===== src/hdl/bm_geom_pkg.sv =====
// image and block geometry for the stereo block matcher
// row, block, strip, cost and disparity types sized from it
`default_nettype none

package bm_geom_pkg;

    localparam int img_w          = 32;                        // bits per image row
    localparam int img_h          = 8;                         // rows per image
    localparam int blk_w          = 4;
    localparam int blk_h          = 4;
    localparam int max_disp       = 8;                         // widest search the types hold
    localparam int blocks_per_row = (img_w - max_disp) / blk_w; // 6
    localparam int block_rows     = img_h / blk_h;             // 2
    localparam int strip_w        = blk_w + max_disp - 1;      // right bits per strip row

    typedef logic [img_w-1:0]                     img_row_t;
    typedef logic [$clog2(img_h)-1:0]             row_addr_t;
    typedef logic [$clog2(blocks_per_row)-1:0]    blk_col_t;
    typedef logic [$clog2(block_rows)-1:0]        blk_row_t;
    typedef logic [blk_h*blk_w-1:0]               ref_block_t;  // row r at [r*blk_w +: blk_w]
    typedef logic [blk_h*strip_w-1:0]             strip_t;      // row r at [r*strip_w +: strip_w]
    typedef logic [$clog2(blk_h*blk_w+1)-1:0]     cost_t;       // 0..16
    typedef logic [$clog2(max_disp)-1:0]          disp_t;

endpackage

`default_nettype wire


===== src/hdl/bm_proto_pkg.sv =====
// transfer structs between matcher stages: write, job, fetched block, result
// plus controller state and image select encodings
`default_nettype none

package bm_proto_pkg;

    import bm_geom_pkg::*;

    typedef enum logic {
        img_left  = 1'b0,
        img_right = 1'b1
    } img_sel_e;

    typedef struct packed {
        img_sel_e  sel;      // target image
        row_addr_t addr;
        img_row_t  data;
    } bm_wr_t;              // 36 bits

    typedef struct packed {
        blk_row_t row;
        blk_col_t col;
    } bm_job_t;             // 4 bits

    typedef struct packed {
        bm_job_t    job;
        ref_block_t ref_blk;  // left block bits
        strip_t     strip;    // right search window
    } bm_fetched_t;         // 64 bits

    typedef struct packed {
        blk_row_t row;
        blk_col_t col;
        disp_t    disp;
        cost_t    cost;
    } bm_result_t;          // 12 bits

    typedef enum logic [1:0] {
        st_idle,
        st_issue,
        st_drain
    } ctrl_state_e;

endpackage

`default_nettype wire


===== src/hdl/bit_image_ram.sv =====
// left and right bit-pixel row memories
// one external write port, shared registered read address for both images
`default_nettype none

module bit_image_ram
    import bm_geom_pkg::*, bm_proto_pkg::*;
(
    input  wire            clk,
    input  wire            reset,
    input  wire            wr_en,
    input  wire bm_wr_t    wr,
    input  wire row_addr_t rd_addr,
    output img_row_t       left_row,
    output img_row_t       right_row
);

    img_row_t left_mem  [img_h];   // one word per image row
    img_row_t right_mem [img_h];

    always_ff @(posedge clk) begin
        if (wr_en) begin
            case (wr.sel)                            // steer by image select
                img_left:  left_mem[wr.addr]  <= wr.data;
                img_right: right_mem[wr.addr] <= wr.data;
                default:   ;
            endcase
        end
    end

    // both images read at the same row, one cycle latency
    always_ff @(posedge clk) begin
        left_row  <= left_mem[rd_addr];
        right_row <= right_mem[rd_addr];
    end

    // the read address only moves while block_fetch walks a block,
    // so a write then would change an image under a running frame
    a_no_wr_during_read: assert property (
        @(posedge clk) disable iff (reset)
        wr_en |-> $stable(rd_addr)
    );

endmodule

`default_nettype wire


===== src/hdl/block_fetch.sv =====
// reads the four rows of a block from both images
// slices left block bits and right search strip, holds result until taken
`default_nettype none

module block_fetch
    import bm_geom_pkg::*, bm_proto_pkg::*;
#(
    parameter int num_disp = 8
) (
    input  wire           clk,
    input  wire           reset,
    input  wire           job_valid,
    output logic          job_ready,
    input  wire bm_job_t  job,
    output row_addr_t     rd_addr,
    input  wire img_row_t left_row,
    input  wire img_row_t right_row,
    output logic          fet_valid,
    input  wire           fet_ready,
    output bm_fetched_t   fet
);

    localparam int strip_used = blk_w + num_disp - 1;   // right bits actually searched
    localparam logic [strip_w-1:0] strip_mask = {strip_w{1'b1}} >> (strip_w - strip_used);

    logic                       busy;
    logic [$clog2(blk_h+1)-1:0] phase;   // step k reads row k, captures row k-1
    bm_job_t                    job_q;   // block being read
    logic                       job_fire;

    assign job_ready = !busy && !fet_valid;              // only with the output slot free
    assign job_fire  = job_valid && job_ready;
    assign rd_addr   = row_addr_t'(job_q.row * blk_h + phase);

    always_ff @(posedge clk) begin
        if (reset) begin
            busy      <= 1'b0;
            phase     <= '0;
            fet_valid <= 1'b0;
            job_q     <= '0;
        end else begin
            if (job_fire) begin
                busy  <= 1'b1;
                job_q <= job;
            end else if (busy) begin
                if (phase == blk_h) begin            // last row captured this cycle
                    busy      <= 1'b0;
                    phase     <= '0;
                    fet_valid <= 1'b1;
                end else begin
                    phase <= phase + 1'b1;
                end
            end
            if (fet_valid && fet_ready) fet_valid <= 1'b0;
        end
    end

    // row data is one cycle behind its address
    always_ff @(posedge clk) begin
        if (job_fire) fet.job <= job;
        if (busy && phase != '0) begin
            fet.ref_blk[(phase-1)*blk_w +: blk_w] <= left_row[job_q.col*blk_w +: blk_w];
            fet.strip[(phase-1)*strip_w +: strip_w] <=
                right_row[job_q.col*blk_w +: strip_w] & strip_mask;  // zero unused offsets
        end
    end

endmodule

`default_nettype wire


===== src/hdl/block_match_ctrl.sv =====
// frame walk FSM issuing block jobs in row-major order
// credit counter gating issue, outstanding result count, idle status
`default_nettype none

module block_match_ctrl
    import bm_geom_pkg::*, bm_proto_pkg::*;
#(
    parameter int num_credits = 2
) (
    input  wire     clk,
    input  wire     reset,
    input  wire     start,
    output logic    idle,
    output logic    job_valid,
    input  wire     job_ready,
    output bm_job_t job,
    input  wire     res_valid,
    input  wire     credit_return
);

    localparam int cred_w = $clog2(num_credits + 1);

    ctrl_state_e       state;
    logic [cred_w-1:0] credits;       // free result slots downstream
    logic [cred_w-1:0] outstanding;   // jobs issued, result not yet seen
    logic              job_fire;
    logic              last_blk;

    assign idle      = (state == st_idle);
    assign job_valid = (state == st_issue) && (credits != '0);  // no credit, no job
    assign job_fire  = job_valid && job_ready;
    assign last_blk  = (job.row == blk_row_t'(block_rows - 1)) &&
                       (job.col == blk_col_t'(blocks_per_row - 1));

    always_ff @(posedge clk) begin
        if (reset) begin
            state <= st_idle;
            job   <= '0;
        end else begin
            case (state)
                st_idle: if (start) begin
                    state <= st_issue;
                    job   <= '0;                      // frame starts at block 0,0
                end
                st_issue: if (job_fire) begin
                    if (last_blk) begin
                        state <= st_drain;
                    end else if (job.col == blk_col_t'(blocks_per_row - 1)) begin
                        job.col <= '0;                // wrap to next block row
                        job.row <= job.row + 1'b1;
                    end else begin
                        job.col <= job.col + 1'b1;
                    end
                end
                st_drain: if (res_valid && outstanding == cred_w'(1)) state <= st_idle;
                default: state <= st_idle;
            endcase
        end
    end

    always_ff @(posedge clk) begin
        if (reset) begin
            credits     <= cred_w'(num_credits);      // full pool after reset
            outstanding <= '0;
        end else begin
            case ({job_fire, credit_return})
                2'b10:   credits <= credits - 1'b1;
                2'b01:   credits <= credits + 1'b1;
                default: ;                            // both or neither, no change
            endcase
            case ({job_fire, res_valid})
                2'b10:   outstanding <= outstanding + 1'b1;
                2'b01:   outstanding <= outstanding - 1'b1;
                default: ;
            endcase
        end
    end

    // a credit coming back with the pool full would overflow it
    a_credit_bound: assert property (
        @(posedge clk) disable iff (reset)
        credit_return |-> (credits < cred_w'(num_credits)) || job_fire
    );

    a_start_when_idle: assert property (
        @(posedge clk) disable iff (reset)
        start |-> state == st_idle
    );

endmodule

`default_nettype wire


===== src/hdl/disparity_search.sv =====
// Hamming scoring of one block against each disparity offset
// running minimum with ties to the smaller offset, one result per block
`default_nettype none

module disparity_search
    import bm_geom_pkg::*, bm_proto_pkg::*;
#(
    parameter int num_disp = 8
) (
    input  wire              clk,
    input  wire              reset,
    input  wire              fet_valid,
    output logic             fet_ready,
    input  wire bm_fetched_t fet,
    output logic             res_valid,
    output bm_result_t       res
);

    localparam int dcnt_w = $clog2(num_disp + 1);

    logic              busy;
    logic [dcnt_w-1:0] d_cnt;      // current offset, num_disp means emit
    bm_fetched_t       blk_q;      // latched block and strip
    ref_block_t        diff_bits;
    cost_t             cost;
    cost_t             best_cost;
    disp_t             best_disp;
    logic              scoring;

    assign fet_ready = !busy;
    assign scoring   = busy && (d_cnt != dcnt_w'(num_disp));

    // strip row shifted right by d lines up with the reference row
    always_comb begin
        diff_bits = '0;
        if (scoring) begin
            for (int r = 0; r < blk_h; r++) begin
                diff_bits[r*blk_w +: blk_w] = blk_q.ref_blk[r*blk_w +: blk_w] ^
                                              blk_q.strip[r*strip_w + d_cnt +: blk_w];
            end
        end
        cost = cost_t'($countones(diff_bits));
    end

    always_ff @(posedge clk) begin
        if (reset) begin
            busy      <= 1'b0;
            d_cnt     <= '0;
            res_valid <= 1'b0;
        end else begin
            res_valid <= 1'b0;                      // single cycle pulse
            if (fet_valid && fet_ready) begin
                busy  <= 1'b1;
                d_cnt <= '0;
            end else if (scoring) begin
                d_cnt <= d_cnt + 1'b1;
            end else if (busy) begin
                busy      <= 1'b0;                  // extra cycle, result out
                res_valid <= 1'b1;
            end
        end
    end

    always_ff @(posedge clk) begin
        if (fet_valid && fet_ready) begin
            blk_q     <= fet;
            best_cost <= '1;                        // above any real cost
            best_disp <= '0;
        end else if (scoring && cost < best_cost) begin  // strict, earlier d keeps ties
            best_cost <= cost;
            best_disp <= disp_t'(d_cnt);
        end
        if (busy && !scoring) begin
            res <= '{row: blk_q.job.row, col: blk_q.job.col,
                     disp: best_disp, cost: best_cost};
        end
    end

    a_cost_range: assert property (
        @(posedge clk) disable iff (reset)
        res_valid |-> res.cost <= cost_t'(blk_w * blk_h)
    );

endmodule

`default_nettype wire


===== src/hdl/stereo_bm_top.sv =====
// stereo block matcher top level
// row memory, frame controller, block fetch and disparity search
`default_nettype none

module stereo_bm_top
    import bm_geom_pkg::*, bm_proto_pkg::*;
#(
    parameter int num_disp    = 8,
    parameter int num_credits = 2
) (
    input  wire         clk,
    input  wire         reset,
    input  wire         wr_en,
    input  wire bm_wr_t wr,
    input  wire         start,
    output logic        idle,
    output logic        res_valid,
    output bm_result_t  res,
    input  wire         credit_return
);

    logic        job_valid;
    logic        job_ready;
    bm_job_t     job;
    row_addr_t   rd_addr;
    img_row_t    left_row;
    img_row_t    right_row;
    logic        fet_valid;
    logic        fet_ready;
    bm_fetched_t fet;

    bit_image_ram u_ram (
        .clk       (clk),
        .reset     (reset),
        .wr_en     (wr_en),
        .wr        (wr),
        .rd_addr   (rd_addr),
        .left_row  (left_row),
        .right_row (right_row)
    );

    block_match_ctrl #(
        .num_credits (num_credits)
    ) u_ctrl (
        .clk           (clk),
        .reset         (reset),
        .start         (start),
        .idle          (idle),
        .job_valid     (job_valid),
        .job_ready     (job_ready),
        .job           (job),
        .res_valid     (res_valid),      // result stream also closes out the frame
        .credit_return (credit_return)
    );

    block_fetch #(
        .num_disp (num_disp)
    ) u_fetch (
        .clk       (clk),
        .reset     (reset),
        .job_valid (job_valid),
        .job_ready (job_ready),
        .job       (job),
        .rd_addr   (rd_addr),
        .left_row  (left_row),
        .right_row (right_row),
        .fet_valid (fet_valid),
        .fet_ready (fet_ready),
        .fet       (fet)
    );

    disparity_search #(
        .num_disp (num_disp)
    ) u_search (
        .clk       (clk),
        .reset     (reset),
        .fet_valid (fet_valid),
        .fet_ready (fet_ready),
        .fet       (fet),
        .res_valid (res_valid),
        .res       (res)
    );

endmodule

`default_nettype wire


===== config.mk =====
export PLATFORM = sky130hd
export DESIGN_NAME = stereo_bm_top
export DESIGN_NICKNAME = d
export VERILOG_FILES = /design/src/hdl/bm_geom_pkg.sv /design/src/hdl/bm_proto_pkg.sv /design/src/hdl/bit_image_ram.sv /design/src/hdl/block_fetch.sv /design/src/hdl/block_match_ctrl.sv /design/src/hdl/disparity_search.sv /design/src/hdl/stereo_bm_top.sv
export SDC_FILE = /design/constraint.sdc
export NUM_CORES = 1
export LEC_CHECK = 0
export BUFFER_PORTS_ARGS = -buffer_cell sky130_fd_sc_hd__clkbuf_2
export CORE_UTILIZATION = 40
export DETAILED_ROUTE_END_ITERATION = 8
export PLACE_DENSITY = 0.55
export SLEW_MARGIN = 40
export SYNTH_ARGS = -nofsm -noshare
export SYNTH_HDL_FRONTEND = slang
export SYNTH_SLANG_ARGS = --single-unit

===== constraint.sdc =====
create_clock -name clk -period 6.62 [get_ports clk]
set_input_delay 0.993 -clock clk [delete_from_list [all_inputs] [get_ports clk]]
set_output_delay 0.993 -clock clk [all_outputs]
set_load 0.1 [all_outputs]

==> results by group <==
Worst setup path
  – Crit-path slowest cell: or4b_1
  – Worst Path Max Fanout: 8
  – Largest stage delay on the critical path: 610 ps
  – Path type of the worst setup path: reg2reg
  – Element type at the critical path start: flip-flop
  – Crit path buffers/inverters: 3
  – Worst path arrival time: 6500 ps
  – Critical path data required time: 6880 ps
  – Setup crit end kind: flip-flop
  – Crit path max-delay family: simple AND/OR/NAND/NOR gates
  – Crit-path cells: inv_1 > ha_1 > xor2_2 > ha_1 > ha_1 > inv_1 > fa_1 > nand2b_1 > a31oi_4 > nor2_1 > o21a_1 > nand2_1 > ha_1 > and3_1 > and3_1 > and3_1 > nand4_1 > xor2_1 > or4b_1 > a21oi_4 > buf_4 > nand2_1 > a2111oi_2
  – Most Frequent Cell on Critical Path: ha_1

Global route
  – Pin count of the biggest net entering global routing: 78
  – Residual overflow from global routing: 0
  – Initial antenna violation count: 2
  – Global-route wire length before repair: 125,100 µm
  – Overall routing resource usage: 20.57%
  – Vias in the first global route: 18,830

Cells and area
  – Fill cells: 6,899
  – Most common library cell in the layout ignoring fill and taps: edfxtp_1
  – Number of nets in the final layout: 2,258
  – Fraction of the core area covered by cells at the end of the flow: 46.57%
  – Share of post-route cells with drive strength above 1: 25.87%
  – Highest-count cells in the layout ignoring fill and taps: 652 x edfxtp_1, 176 x nor2_1, 172 x mux4_2, 115 x nand2_1, 91 x dfxtp_1
  – Final std cells w/o fill: 3,279
  – Signed area change from the synthesized netlist to the final layout: 15.00%
  – Post-Layout Inst Area: 37,510 µm²
  – Antenna diode count: 0

Timing
  – Final critical delay including setup and external delays: 6233 ps
  – Final worst clock skew: 52.16 ps
  – Setup violation total in the final timing report: 0
  – Unrepaired setup endpoints after global routing: true
  – Slew Limit Headroom: 44.30%
  – Fin Hold WS: 371.2 ps
  – Fin. max-slew vios: 0
  – Final number of hold-violating endpoints: 0
  – Fin crit share: 94.15%
  – Highest clock frequency the design can meet: 0.1604 GHz
  – Worst Max-Slew Pin Slew: 830.5 ps

Power
  – Part of the total power dissipated in combinational logic: 17.4%
  – Seq pwr share: 44.5%
  – Worst-case vdd ir drop: 0.2952 mV
  – Sum of internal, switching and leakage power: 0.01191 W
  – Leakage component of the power: 12.14 nW
  – Pint: 0.008575 W
  – Net switching component of the power: 0.003334 W
  – Fraction of power consumed by the clock network: 38.1%
  – Power Dens Cells: 317.5 nW/µm²
  – Switching fraction of total power: 27.99%

Drt
  – Detail Route Antenna Nets: 0
  – Routed WL: 83,900 µm
  – Drt pass-1 iters: 5
  – Number of design-rule violations left by the first detailed-router iteration: 1,642
  – Via/cell ratio: 5.586
  – Avg WL per Cell: 25.59 µm
  – Overall via count from detail_route: 18,320
  – DRC violations left: 0

Logic synthesis
  – Mapped cell area: 32,620 µm²
  – Count of cell types in the netlist: 80
  – Post-synthesis cell count: 2,036
  – Largest cells by area after synthesis: edfxtp_1 60%, mux4_2 12%, dfxtp_1 6.0%
  – Fraction of post-synthesis cell area in the top cell type by area: 60.02%
  – Portion of the post-synthesis area used by sequential elements: 65.98%
  – Synthesized Nets: 2,141
  – Synth warnings: 0
  – Number of enable-type register cells in the synthesized netlist: 652
  – Synthesized area divided by synthesized cell count: 16.02 µm²
  – Dominant cell type by area after synthesis: edfxtp_1
  – Share of flip-flops with an asynchronous set or reset: 0%
  – Flops & latches, synth: 749
  – Most instantiated flip-flop cell in the synthesis netlist: edfxtp_1

Clocking
  – Buffers from clock root to sink, at most: 3
  – Number of buffers added by the clock tree synthesis step: 81
  – Clock Sink Count: 749
  – Skew-Pair Late Insertion Delay: 640 ps
  – H-tree level count: 3
  – Root Buffer: clkbuf_16
  – Clock tree from TritonCTS: yes
  – Clock transition at path regs: 60 ps

Floorplanning
  – Area inside the core boundary: 80,550 µm²
  – DIE HEIGHT: 287.6 µm
  – Horizontal extent of the die: 287.6 µm
  – Die outline area: 82,690 µm²
  – Initial standard-cell utilization of the core: 40.50%
  – Core Rows: 104
  – Number of placed I/O pins: 55

Placed design
  – GPL Wtd Cong: 0.9562
  – Placed cell area: 34,630 µm²
  – PortBufs: 54
  – HPWL after detailed placement: 53,250 µm
  – Cell total after placement: 3,121

Status
  – Result of the run: finished clean

Hold path
  – Path class of the lowest-slack min-delay path: reg2reg

Flow run
  – Number of max-cap violations: 0
## Yosys cell counts, drive strengths merged, types with 6 or more instances
master and count:
nand3 38, mux2i 61, nand4 21, nand2b 11, mux4 172, nand3b 8
a22oi 9, a211oi 21, buf 26, nor3 30, nor4 8, nor2 188
o22ai 13, xnor2 33, edfxtp 652, inv 46, ha 52, a31oi 10
clkbuf 80, or3 6, nand2 117, and3 11, fa 12, xor2 19
nor2b 9, mux2 82, o21ai 50, a21oi 72, dfxtp 97, o21a 6
## worst reg2reg max path, delay by kind of cell (launching register included)
kind | cells | cell delay, ps
xor gates and xnor gates | 2 | 440
and+or+nand+nor | 9 | 2090
AOI/OAI and AO/OA | 4 | 940
adders and majority gates | 5 | 1670
DFF | 1 | 430
buffers and inverters | 3 | 350
## metal layers
| metal | vias to the layer above | wire length, µm | GRT usage [%] |
|---|---|---|---|
| li1 | 8207 | - | - |
| met1 | 9409 | 35870 | 27.65 |
| met2 | 565 | 41550 | 34.57 |
| met3 | 133 | 4052 | 2.868 |
| met4 | 4 | 2396 | 6.316 |
| met5 | - | 27 | 0 |
## final timing paths
| kind | start | to | slack, ps | cells past startpoint |
|---|---|---|---|---|
| setup / recovery | u_fetch.phase[0]$_SDFFE_PP0P_ | u_fetch.fet[18]$_DFFE_PP_ | 390 | 23 |
| hold / removal | u_fetch.fet[18]$_DFFE_PP_ | u_search.blk_q[18]$_DFFE_PP_ | 370 | 0 |
| setup reg to reg | u_fetch.phase[0]$_SDFFE_PP0P_ | u_fetch.fet[18]$_DFFE_PP_ | 390 | 23 |
| hold reg to reg | u_fetch.fet[18]$_DFFE_PP_ | u_search.blk_q[18]$_DFFE_PP_ | 370 | 0 |
## power groups by stage
stage	logic (W)	registers [W]	clock network [W]
3_3_place_gp	0.00203	0.00540	0
5_1_grt	0.00222	0.00531	0.00482
4_1_cts	0.00204	0.00530	0.00465
6_report	0.00207	0.00530	0.00454
3_5_place_dp	0.00203	0.00540	0
2_1_floorplan	0.00131	0.00538	0
## cell type report
cell class | count | area (µm²) | area share (%)
well taps | 1060 | 1326 | 3.536
inverters | 48 | 183.9 | 0.4903
clock inverters | 33 | 375.4 | 1.001
clock buffers | 116 | 2340 | 6.237
multi-input cells | 1133 | 10690 | 28.51
repair buffers | 140 | 1054 | 2.809
flip-flops and latches | 749 | 21540 | 57.42
## flip-flops by register name (all words and copies together) (netlist names), 5 cells and up
| signal | cells |
|---|---|
| u_fetch.fet | 64 |
| u_ram.left_mem | 256 |
| u_ram.left_row | 32 |
| u_ram.right_mem | 256 |
| u_ram.right_row | 32 |
| u_search.best_cost | 5 |
| u_search.blk_q | 64 |
| u_search.res | 12 |
## stage by stage
stage | setup WS, ps | setup TNS (ps)
finish | 387.1 | 0
global route | -10.65 | -14.76
CTS | 13.67 | 0
detailed placement | 14.07 | 0
global placement | 162.5 | 0
floorplan | 10.44 | 0
## kinds of logic after synthesis
group / share of synthesized area (%)
AO/OA/AOI/OAI: 4.733
XOR/XNOR: 1.465
adder cells (fa/ha/maj): 2.731
buffers and inverters: 1.807
flip-flops: 65.98
multiplexers: 16.63
AND/OR/NAND/NOR: 6.659
## what timing repair did
item,CTS,global route
endpoints found under the setup margin,0,30
gates resized for setup,0,12
hold buffers,0,0
setup buffers,0,7
endpoints found under the hold margin,0,0
No activity file was read; power rests on OpenSTA's default activity.
